<file path="src/ddr3_wr_pkg.sv">
`default_nettype none

package ddr3_wr_pkg;

	// memory side of the write path
	localparam int MEM_DQ_WIDTH = 8;
	localparam int MEM_WRITE_DQS_WIDTH = 1;

	// half-rate AFI word carries four memory beats per clock
	localparam int AFI_BEATS = 4;
	localparam int AFI_DQS_WIDTH = 2 * MEM_WRITE_DQS_WIDTH; // upper half is the later half-cycle
	localparam int AFI_DATA_WIDTH = AFI_BEATS * MEM_DQ_WIDTH;
	localparam int AFI_DATA_MASK_WIDTH = AFI_BEATS;

	// pipeline depths
	localparam int NUM_WRITE_PATH_FLOP_STAGES = 2;
	localparam int MAX_WR_SHIFT = 3;
	localparam int WR_SHIFT_WIDTH = $clog2(MAX_WR_SHIFT + 1);

	// controller-side write word
	typedef struct packed {
		logic [AFI_DQS_WIDTH-1:0] dqs_en;
		logic [AFI_DQS_WIDTH-1:0] wdata_valid;
		logic [AFI_DATA_WIDTH-1:0] wdata;
		logic [AFI_DATA_MASK_WIDTH-1:0] dm;
	} afi_wr_t;

	// DDIO-side write word
	typedef struct packed {
		logic [AFI_DATA_WIDTH-1:0] dq;
		logic [AFI_DQS_WIDTH-1:0] dqs_en;
		logic [AFI_DQS_WIDTH-1:0] wrdata_en;
		logic [AFI_DATA_MASK_WIDTH-1:0] wrdata_mask;
		logic [AFI_DQS_WIDTH-1:0] oct_ena;
	} phy_wr_t;

	// what the output looks like with no write in flight
	localparam phy_wr_t PHY_WR_IDLE = '{
		dq: '0,
		dqs_en: '0,
		wrdata_en: '0,
		wrdata_mask: '0,
		oct_ena: '1
	};

endpackage

`default_nettype wire
</file>
<file path="src/ddr3_wr_top.sv">
`timescale 1ns/100ps
`default_nettype none

module ddr3_wr_top (
	input wire pll_afi_clk,
	input wire rst_n,
	input wire wr_valid,
	input wire [ddr3_wr_pkg::AFI_DATA_WIDTH-1:0] wr_data,
	input wire [ddr3_wr_pkg::AFI_DATA_MASK_WIDTH-1:0] wr_be,
	input wire [ddr3_wr_pkg::AFI_DQS_WIDTH-1:0] force_oct_off,
	input wire [ddr3_wr_pkg::WR_SHIFT_WIDTH-1:0] wr_shift,
	output ddr3_wr_pkg::phy_wr_t phy_wr
);

	import ddr3_wr_pkg::*;

	wire afi_wr_t afi_wr;
	wire phy_wr_t phy_pre; // datapath output before write-latency shift

	wr_burst_decode decode0 (
		.pll_afi_clk (pll_afi_clk),
		.rst_n       (rst_n),
		.wr_valid    (wr_valid),
		.wr_data     (wr_data),
		.wr_be       (wr_be),
		.afi_wr      (afi_wr)
	);

	ddr3_write_datapath datapath0 (
		.pll_afi_clk   (pll_afi_clk),
		.rst_n         (rst_n),
		.afi_wr        (afi_wr),
		.force_oct_off (force_oct_off),
		.phy_pre       (phy_pre)
	);

	// wr_shift is only changed while no write is in flight
	ddr3_write_shift shift0 (
		.pll_afi_clk (pll_afi_clk),
		.rst_n       (rst_n),
		.wr_shift    (wr_shift),
		.phy_pre     (phy_pre),
		.phy_wr      (phy_wr)
	);

endmodule

`default_nettype wire

</file>
<file path="src/ddr3_write_shift.sv">
`timescale 1ns/100ps
`default_nettype none

module ddr3_write_shift (
	input wire pll_afi_clk,
	input wire rst_n,
	input wire [ddr3_wr_pkg::WR_SHIFT_WIDTH-1:0] wr_shift,
	input wire ddr3_wr_pkg::phy_wr_t phy_pre,
	output ddr3_wr_pkg::phy_wr_t phy_wr
);

	import ddr3_wr_pkg::*;

	phy_wr_t ladder [1:MAX_WR_SHIFT]; // ladder[n] is phy_pre delayed by n cycles

	always_ff @(posedge pll_afi_clk or negedge rst_n)
	begin
		if (!rst_n)
		begin
			for (int i = 1; i <= MAX_WR_SHIFT; i++)
				ladder[i] <= PHY_WR_IDLE;
		end
		else
		begin
			ladder[1] <= phy_pre;
			for (int i = 2; i <= MAX_WR_SHIFT; i++)
				ladder[i] <= ladder[i-1];
		end
	end

	// whole bundle moves together so the write stays aligned with its termination
	always_comb
	begin
		if (wr_shift == '0)
		begin
			phy_wr = phy_pre;
		end
		else
		begin
			phy_wr = ladder[wr_shift];
		end
	end

endmodule

`default_nettype wire

</file>
<file path="src/ddr3_write_datapath.sv">
`timescale 1ns/100ps
`default_nettype none

module ddr3_write_datapath (
	input wire pll_afi_clk,
	input wire rst_n,
	input wire ddr3_wr_pkg::afi_wr_t afi_wr,
	input wire [ddr3_wr_pkg::AFI_DQS_WIDTH-1:0] force_oct_off,
	output ddr3_wr_pkg::phy_wr_t phy_pre
);

	import ddr3_wr_pkg::*;

	logic [AFI_DQS_WIDTH-1:0] dqs_en_out;
	logic [AFI_DQS_WIDTH-1:0] wrdata_en_out;
	logic [AFI_DATA_WIDTH-1:0] dq_out;
	logic [AFI_DATA_MASK_WIDTH-1:0] mask_out;
	logic [MEM_WRITE_DQS_WIDTH-1:0] dqs_en_hi_r;
	logic [AFI_DQS_WIDTH-1:0] oct_ena;

	generate
		if (NUM_WRITE_PATH_FLOP_STAGES == 0)
		begin : g_bypass
			assign dqs_en_out = afi_wr.dqs_en;
			assign wrdata_en_out = afi_wr.wdata_valid;
			assign dq_out = afi_wr.wdata;
			assign mask_out = afi_wr.dm;
		end
		else
		begin : g_pipe
			logic [AFI_DQS_WIDTH-1:0] dqs_en_r [NUM_WRITE_PATH_FLOP_STAGES];
			logic [AFI_DQS_WIDTH-1:0] valid_r [NUM_WRITE_PATH_FLOP_STAGES];
			logic [AFI_DATA_WIDTH-1:0] wdata_r [NUM_WRITE_PATH_FLOP_STAGES];
			logic [AFI_DATA_MASK_WIDTH-1:0] dm_r [NUM_WRITE_PATH_FLOP_STAGES];

			for (genvar s = 0; s < NUM_WRITE_PATH_FLOP_STAGES; s++)
			begin : g_stage
				logic [AFI_DQS_WIDTH-1:0] dqs_en_d;
				logic [AFI_DQS_WIDTH-1:0] valid_d;
				logic [AFI_DATA_WIDTH-1:0] wdata_d;
				logic [AFI_DATA_MASK_WIDTH-1:0] dm_d;

				if (s == 0)
				begin : g_src
					assign dqs_en_d = afi_wr.dqs_en;
					assign valid_d = afi_wr.wdata_valid;
					assign wdata_d = afi_wr.wdata;
					assign dm_d = afi_wr.dm;
				end
				else
				begin : g_src
					assign dqs_en_d = dqs_en_r[s-1];
					assign valid_d = valid_r[s-1];
					assign wdata_d = wdata_r[s-1];
					assign dm_d = dm_r[s-1];
				end

				// enables must come out of reset low
				always_ff @(posedge pll_afi_clk or negedge rst_n)
				begin
					if (!rst_n)
					begin
						dqs_en_r[s] <= '0;
						valid_r[s] <= '0;
					end
					else
					begin
						dqs_en_r[s] <= dqs_en_d;
						valid_r[s] <= valid_d;
					end
				end

				always_ff @(posedge pll_afi_clk)
				begin
					wdata_r[s] <= wdata_d;
					dm_r[s] <= dm_d;
				end
			end

			assign dqs_en_out = dqs_en_r[NUM_WRITE_PATH_FLOP_STAGES-1];
			assign wrdata_en_out = valid_r[NUM_WRITE_PATH_FLOP_STAGES-1];
			assign dq_out = wdata_r[NUM_WRITE_PATH_FLOP_STAGES-1];
			assign mask_out = dm_r[NUM_WRITE_PATH_FLOP_STAGES-1];
		end
	endgenerate

	// previous upper dqs_en keeps termination off one half-cycle past the burst
	always_ff @(posedge pll_afi_clk or negedge rst_n)
	begin
		if (!rst_n)
		begin
			dqs_en_hi_r <= '0;
		end
		else
		begin
			dqs_en_hi_r <= dqs_en_out[AFI_DQS_WIDTH-1:MEM_WRITE_DQS_WIDTH];
		end
	end

	assign oct_ena[AFI_DQS_WIDTH-1:MEM_WRITE_DQS_WIDTH] =
		~dqs_en_out[AFI_DQS_WIDTH-1:MEM_WRITE_DQS_WIDTH];
	assign oct_ena[MEM_WRITE_DQS_WIDTH-1:0] =
		~(dqs_en_out[AFI_DQS_WIDTH-1:MEM_WRITE_DQS_WIDTH] | dqs_en_hi_r);

	always_comb
	begin
		phy_pre.dq = dq_out;
		phy_pre.dqs_en = dqs_en_out;
		phy_pre.wrdata_en = wrdata_en_out;
		phy_pre.wrdata_mask = mask_out;
		phy_pre.oct_ena = oct_ena & ~force_oct_off; // forced groups never terminate
	end

endmodule

`default_nettype wire

</file>
<file path="src/wr_burst_decode.sv">
`timescale 1ns/100ps
`default_nettype none

module wr_burst_decode (
	input wire pll_afi_clk,
	input wire rst_n,
	input wire wr_valid,
	input wire [ddr3_wr_pkg::AFI_DATA_WIDTH-1:0] wr_data,
	input wire [ddr3_wr_pkg::AFI_DATA_MASK_WIDTH-1:0] wr_be,
	output ddr3_wr_pkg::afi_wr_t afi_wr
);

	import ddr3_wr_pkg::*;

	logic wr_valid_r;
	logic [AFI_DATA_WIDTH-1:0] wdata_r;
	logic [AFI_DATA_MASK_WIDTH-1:0] dm_r;
	logic dqs_open;

	// beat valid, delayed to line up with the registered data
	always_ff @(posedge pll_afi_clk or negedge rst_n)
	begin
		if (!rst_n)
		begin
			wr_valid_r <= 1'b0;
		end
		else
		begin
			wr_valid_r <= wr_valid;
		end
	end

	always_ff @(posedge pll_afi_clk)
	begin
		wdata_r <= wr_data;
		dm_r <= ~wr_be; // a mask bit blocks its byte
	end

	// the incoming beat opens DQS a cycle before its data, the registered one holds it
	assign dqs_open = wr_valid | wr_valid_r;

	always_comb
	begin
		afi_wr.dqs_en = {AFI_DQS_WIDTH{dqs_open}};
		afi_wr.wdata_valid = {AFI_DQS_WIDTH{wr_valid_r}};
		afi_wr.wdata = wdata_r;
		afi_wr.dm = dm_r;
	end

endmodule

`default_nettype wire

</file>
<file path="config.mk">
export PLATFORM = sky130hd
export DESIGN_NAME = ddr3_wr_top
export DESIGN_NICKNAME = d
export VERILOG_FILES = /design/src/ddr3_wr_pkg.sv /design/src/ddr3_wr_top.sv /design/src/ddr3_write_shift.sv /design/src/ddr3_write_datapath.sv /design/src/wr_burst_decode.sv
export SDC_FILE = /design/constraint.sdc
export NUM_CORES = 1
export LEC_CHECK = 0
export ABC_CLOCK_PERIOD_IN_PS = 2700
export BUFFER_PORTS_ARGS = -buffer_cell sky130_fd_sc_hd__buf_2
export CAP_MARGIN = 20
export CORE_MARGIN = 5
export CORE_UTILIZATION = 59
export DETAILED_ROUTE_END_ITERATION = 8
export PLACE_DENSITY = 0.81
export SLEW_MARGIN = 20
export SYNTH_ARGS = -nofsm -noshare
export SYNTH_HDL_FRONTEND = slang
export SYNTH_SLANG_ARGS = --single-unit
</file>
<file path="constraint.sdc">
create_clock -name pll_afi_clk -period 2.7 [get_ports pll_afi_clk]
set_input_delay 0.54 -clock pll_afi_clk [delete_from_list [all_inputs] [get_ports pll_afi_clk]]
set_output_delay 0.54 -clock pll_afi_clk [all_outputs]
set_load 0.1 [all_outputs]
</file>
Word level (Yosys, flattened, before mapping)
Memory sizes are Yosys's and may differ from the RTL's.
Index checks and enable logic that the tools add are counted.
- flip-flop bits (word level): 162
- bits of input ports: 43
- bits in writable memories: 72
- memories kept: 2
- word-level logic and storage cells: 39
- output and inout bits: 42
- memory list (memory ; words ; bits a word ; read ports ; clocked after Yosys merged registers in ; write ports ; line ; text):
    datapath0.g_pipe.wdata_r ; 2 ; 32 ; 2 ; 0 ; 2 ; ddr3_write_datapath.sv:33 ; logic [AFI_DATA_WIDTH-1:0] wdata_r [NUM_WRITE_PATH_FLOP_STAGES];
    datapath0.g_pipe.dm_r ; 2 ; 4 ; 2 ; 0 ; 2 ; ddr3_write_datapath.sv:34 ; logic [AFI_DATA_MASK_WIDTH-1:0] dm_r [NUM_WRITE_PATH_FLOP_STAGES];
- bitwise operators: 8
- $lt $le $gt $ge: 1
- muxes and demuxes: 4
- reduce and logical (&&, ||, !) cells: 1
- operators by type and width (operator ; count):
    $mux W42 ; 3
    $bmux W42 S2 ; 1
    $not A4 Y4 ; 1
    $ge A3 B3 Y1 const B ; 1
    $not A2 Y3 ; 1
    $and A2 B2 Y2 ; 1
    $logic_not A2 Y1 ; 1
    $not A1 Y1 ; 2
    $not A2 Y2 ; 1
    $or A1 B1 Y1 ; 2

Longest topological paths before layout
- depth after elaboration: 5
- depth in mapped cells: 4
- mapped depth without buffers: 2

Cells and area by module
Synthesis repeated with hierarchy kept, for this count alone.
- cells, all modules: 311
- area total of the unflattened synthesis: 6737.7 um^2
- by module, submodules not included (module ; times used ; area an instance (um^2) ; cells an instance ; sequential area each (um^2)):
    ddr3_write_shift ; 1 ; 4230.3 ; 178 ; 3160.5
    ddr3_write_datapath ; 1 ; 1710.4 ; 87 ; 1666.6
    wr_burst_decode ; 1 ; 797.0 ; 46 ; 745.7

Worst setup path before layout
Ideal clock, no wire load.
- kind: input -> output
- start: input wr_shift[1] (netlist name)
- end: output phy_wr[0] (netlist name)
- arrival time: 2.740 ns
- buffers on the path: 1
- path slack: -0.580 ns
- stages on the path: 3
- required time: 2.160 ns
- cell sequence: buf_6 or4_1 a22oi_1
- RTL lines (what ; line ; text):
    start, declared ; ddr3_wr_top.sv:11 ; input wire [ddr3_wr_pkg::WR_SHIFT_WIDTH-1:0] wr_shift,
    end, declared ; ddr3_wr_top.sv:12 ; output ddr3_wr_pkg::phy_wr_t phy_wr

==> results.md <==
* Drt first-iter violations at about 160
* Max-cap check violation count at 0
* Main area contributors after synthesis: sky130_fd_sc_hd__dfrtp_1 (47%), sky130_fd_sc_hd__dfxtp_1 (34%), sky130_fd_sc_hd__mux4_2 (14%)
* Proportion of synthesized chip area in sequential cells at between 80% and 90%
* Post-Synthesis Net Count at 338
* Share of Yosys cell area claimed by the top area cell type at about 47%
* Final design instance area without fill at around 7600 um2
* Placed wire-length estimate at around 5.6 mm
* Proportion of layout cells with a drive suffix above 1 at between 40% and 50%
* Yosys synthesis warning count at 0
* Vias in the first global route at between 3,000 and 4,000
* Final period utilization at between 90% and 100%
* Detailed Route WL at a little over 9 mm
* Total of fill cells in the finished design at 636
* Number of buffers and inverters on the critical path at 1
* Post-layout total power at between 7 and 8 mW
* Number of nets in the finished design at 440
* Max IR drop VDD at just over 0.7 mV
* Pre-antenna DRT Iters at 4
* Comb pwr share at 10.5%
* Endpoint required time on the critical path at 2.16 ns
* Core area at around 10,000 um2
* Final worst path period need at 2.498 ns
* Nature of the critical path startpoint: flip-flop
* Register cell area after layout at 5298 um2
* Die width at 113.6 um
* Largest incremental delay on the critical path at 0.56 ns
* Most common cell after layout, fill and taps aside: sky130_fd_sc_hd__dfrtp_1
* Net switching power figure at between 1.5 and 2 mW
* TritonCTS clock tree: yes
* Total count of hold-check failures in the final report at 0
* Cells along the critical path: or4_1, a22oi_2, buf_12
* Total number of vias at ~2,800
* Die outline height at between 100 and 150 um
* Tightest Pin Transition at roughly 0.53 ns
* Overall overflow remaining after global route at 0
* GRT Resource Usage Total at between 10% and 20%
* Synth area leader: sky130_fd_sc_hd__dfrtp_1
* Gp weighted congestion at 0.7315
* Worst-case clock buffer depth at 3
* Internal cell power at 5.497 mW
* Layout area overhead at 20.66%
* Cell area after synthesis at approximately 6300 um2
* Number of clock buffers inserted by TritonCTS at 22
* Worst setup path category: reg2out
* Clock power frac at around 39%
* Final antenna diode count at 0
* Leakage power at 3.364 nW
* Effective utilization at floorplan at between 60% and 70%
* Summed negative setup slack over all endpoints at 0 ns
* Slowest cell on the critical path: sky130_fd_sc_hd__or4_1
* Mean cell area of the mapped netlist at between 20 and 25 um2
* Areal power density over the cells at around 960 nW/um2
* Setup repair after global routing missed its margin: false
* Number of port buffers at 84
* Number of vias per cell at approximately 5.0
* # DRC at 0
* Count of pins over their slew limit at 0
* Worst-path fanout max at 4
* Clock-pin slew on the worst setup and hold paths at around 0.06 ns
* Endpoint arrival time on the critical path at around 2 ns
* Top-level port count at 85
* Crit path max-delay family: simple AND/OR/NAND/NOR gates
* Switching share of total power at 24.80%
* Relative slew slack at between 60% and 70%
* Kind of capture point of the worst setup path: primary output
* Final antenna-violating net count at 0
* Total area of multi-input combinational cells at ~930 um2
* Worst min-delay path category: in2reg
* Worst Clk Skew at 0.008667 ns
* Area of the die at roughly 13,000 um2
* Clk sinks at about 230
* CTS HTree Levels at 1
* Register share of total power at between 50% and 60%
* Clk Tree Root Cell: sky130_fd_sc_hd__clkbuf_8
* Maximum number of pins on one net before global-route repair at 60
* Seq cells post-synth at ~230
* Number of distinct library cells after synthesis at 17
* Std cell rows at 37
* Top library cells by usage in the layout, fill and taps aside: sky130_fd_sc_hd__dfrtp_1 (119), sky130_fd_sc_hd__dfxtp_1 (108), sky130_fd_sc_hd__buf_2 (82)
* Maximum clock frequency at approximately 0.40 GHz
* Global-route wire length before repair at about 16 mm
* Number of antenna violations at the first check in global routing at 0
* Average wire length per cell after detail routing at approximately 17 um
* Final setup violation count at 0
* Synthesized instance count at between 200 and 300
* Post-placement cell area at slightly below 7000 um2
* Worst-skew pair later-pin latency at roughly 0.54 ns
* Run status: finished, final reports clean
per-stage QoR:
| stage | setup slack, ns | instances | utilization (%) | hold WS (ns) |
|---|---|---|---|---|
| after global routing | 0.1441 | 549 | 73.38 | 0.05864 |
| after CTS | 0.1793 | 549 | 73.38 | 0.06550 |
| after floorplan | 0.05267 | 295 | - | 0.2444 |
| after detailed placement | 0.2735 | 508 | 66.63 | 0.3121 |
| after global placement | 0.3385 | 508 | 66.63 | 0.3100 |
| final | 0.2022 | 549 | 73.38 | 0.09904 |
layout make-up:
| cell class | count | area share (%) |
|---|---|---|
| clock buffer | 37 | 8.839 |
| clock inverter | 3 | 0.2292 |
| inverter | 4 | 0.1964 |
| multi-input combinational | 46 | 12.20 |
| sequential | 233 | 69.31 |
| tap | 136 | 2.226 |
| timing repair buffer | 90 | 7.006 |
path summary, 6_finish.rpt:
check | start | to | slack [ns] | cells past startpoint
min in group asynchronous | rst_n | shift0.ladder[116] | 0.55 | 2
worst max-delay path | shift0.ladder[92] | phy_wr[0] | 0.20 | 3
worst max register to register | decode0.wr_valid_r | datapath0.g_pipe.g_stage[1].dqs_en_d[0] | 1.92 | 1
max in group asynchronous | rst_n | shift0.ladder[40] | 1.41 | 3
worst min register to register | decode0.wdata_r[4] | datapath0.g_pipe.wdata_r[0][4] | 0.32 | 0
worst min-delay path | wr_data[24] | decode0.wdata_r[24] | 0.1 | 1
Yosys cell counts:
| master | number |
|---|---|
| sky130_fd_sc_hd__dfxtp_1 | 108 |
| sky130_fd_sc_hd__mux4_1 | 1 |
| sky130_fd_sc_hd__or4_1 | 1 |
| sky130_fd_sc_hd__buf_2 | 4 |
| sky130_fd_sc_hd__inv_1 | 4 |
| sky130_fd_sc_hd__a22oi_1 | 1 |
| sky130_fd_sc_hd__a21oi_1 | 1 |
| sky130_fd_sc_hd__dfrtp_1 | 119 |
| sky130_fd_sc_hd__dfstp_2 | 6 |
| sky130_fd_sc_hd__buf_1 | 1 |
| sky130_fd_sc_hd__nor2_1 | 1 |
| sky130_fd_sc_hd__buf_4 | 2 |
| sky130_fd_sc_hd__mux4_2 | 38 |
| sky130_fd_sc_hd__buf_6 | 5 |
| sky130_fd_sc_hd__nor3_1 | 1 |
| sky130_fd_sc_hd__or2_2 | 1 |
| sky130_fd_sc_hd__mux2i_1 | 1 |
logic make-up after synthesis:
group	after synthesis	synth area share, %
buffers and inverters	16	1.738
AOI/OAI and AO/OA	2	0.1975
muxes	40	14.08
DFF	233	83.63
and+or+nand+nor	4	0.3555
repair_timing:
item | CTS | global route
endpoints found under the hold margin | 40 | 0
buffers inserted | 0 | 0
gates resized for setup | 0 | 0
hold buffers | 1 | 0
endpoints found under the setup margin | 0 | 0
power by group through the flow:
| stage | Combinational (mW) | Sequential, mW | Clock (mW) |
|---|---|---|---|
| global route | 0.800 | 3.73 | 3.08 |
| detailed placement | 0.774 | 3.78 | 0 |
| CTS | 0.779 | 3.72 | 2.91 |
| finish | 0.768 | 3.72 | 2.82 |
| global placement | 0.769 | 3.77 | 0 |
| floorplan | 0.629 | 3.76 | 0 |
registers in the layout (all words and copies together) (netlist names):
register                           count
datapath0.wrdata_en_out                1
datapath0.dqs_en_out                   1
datapath0.g_pipe.g_stage.dqs_en_d      1
decode0.wdata_r                       32
decode0.dm_r                           4
datapath0.g_pipe.g_stage.valid_d       1
shift0.ladder                        120
datapath0.g_pipe.wdata_r              64
datapath0.g_pipe.dm_r                  8
decode0.wr_valid_r                     1
per-layer routing:
layer	part of all wire (%)	GRT usage [%]	wire length (um)	up-vias
met4	2.5	4.728	235	0
met5	0	0	0	-
li1	-	-	-	1227
met2	49	23.95	4503	87
met1	43	21.34	4014	1434
met3	5.2	3.554	476	19
No activity file was read; power rests on OpenSTA's default activity.
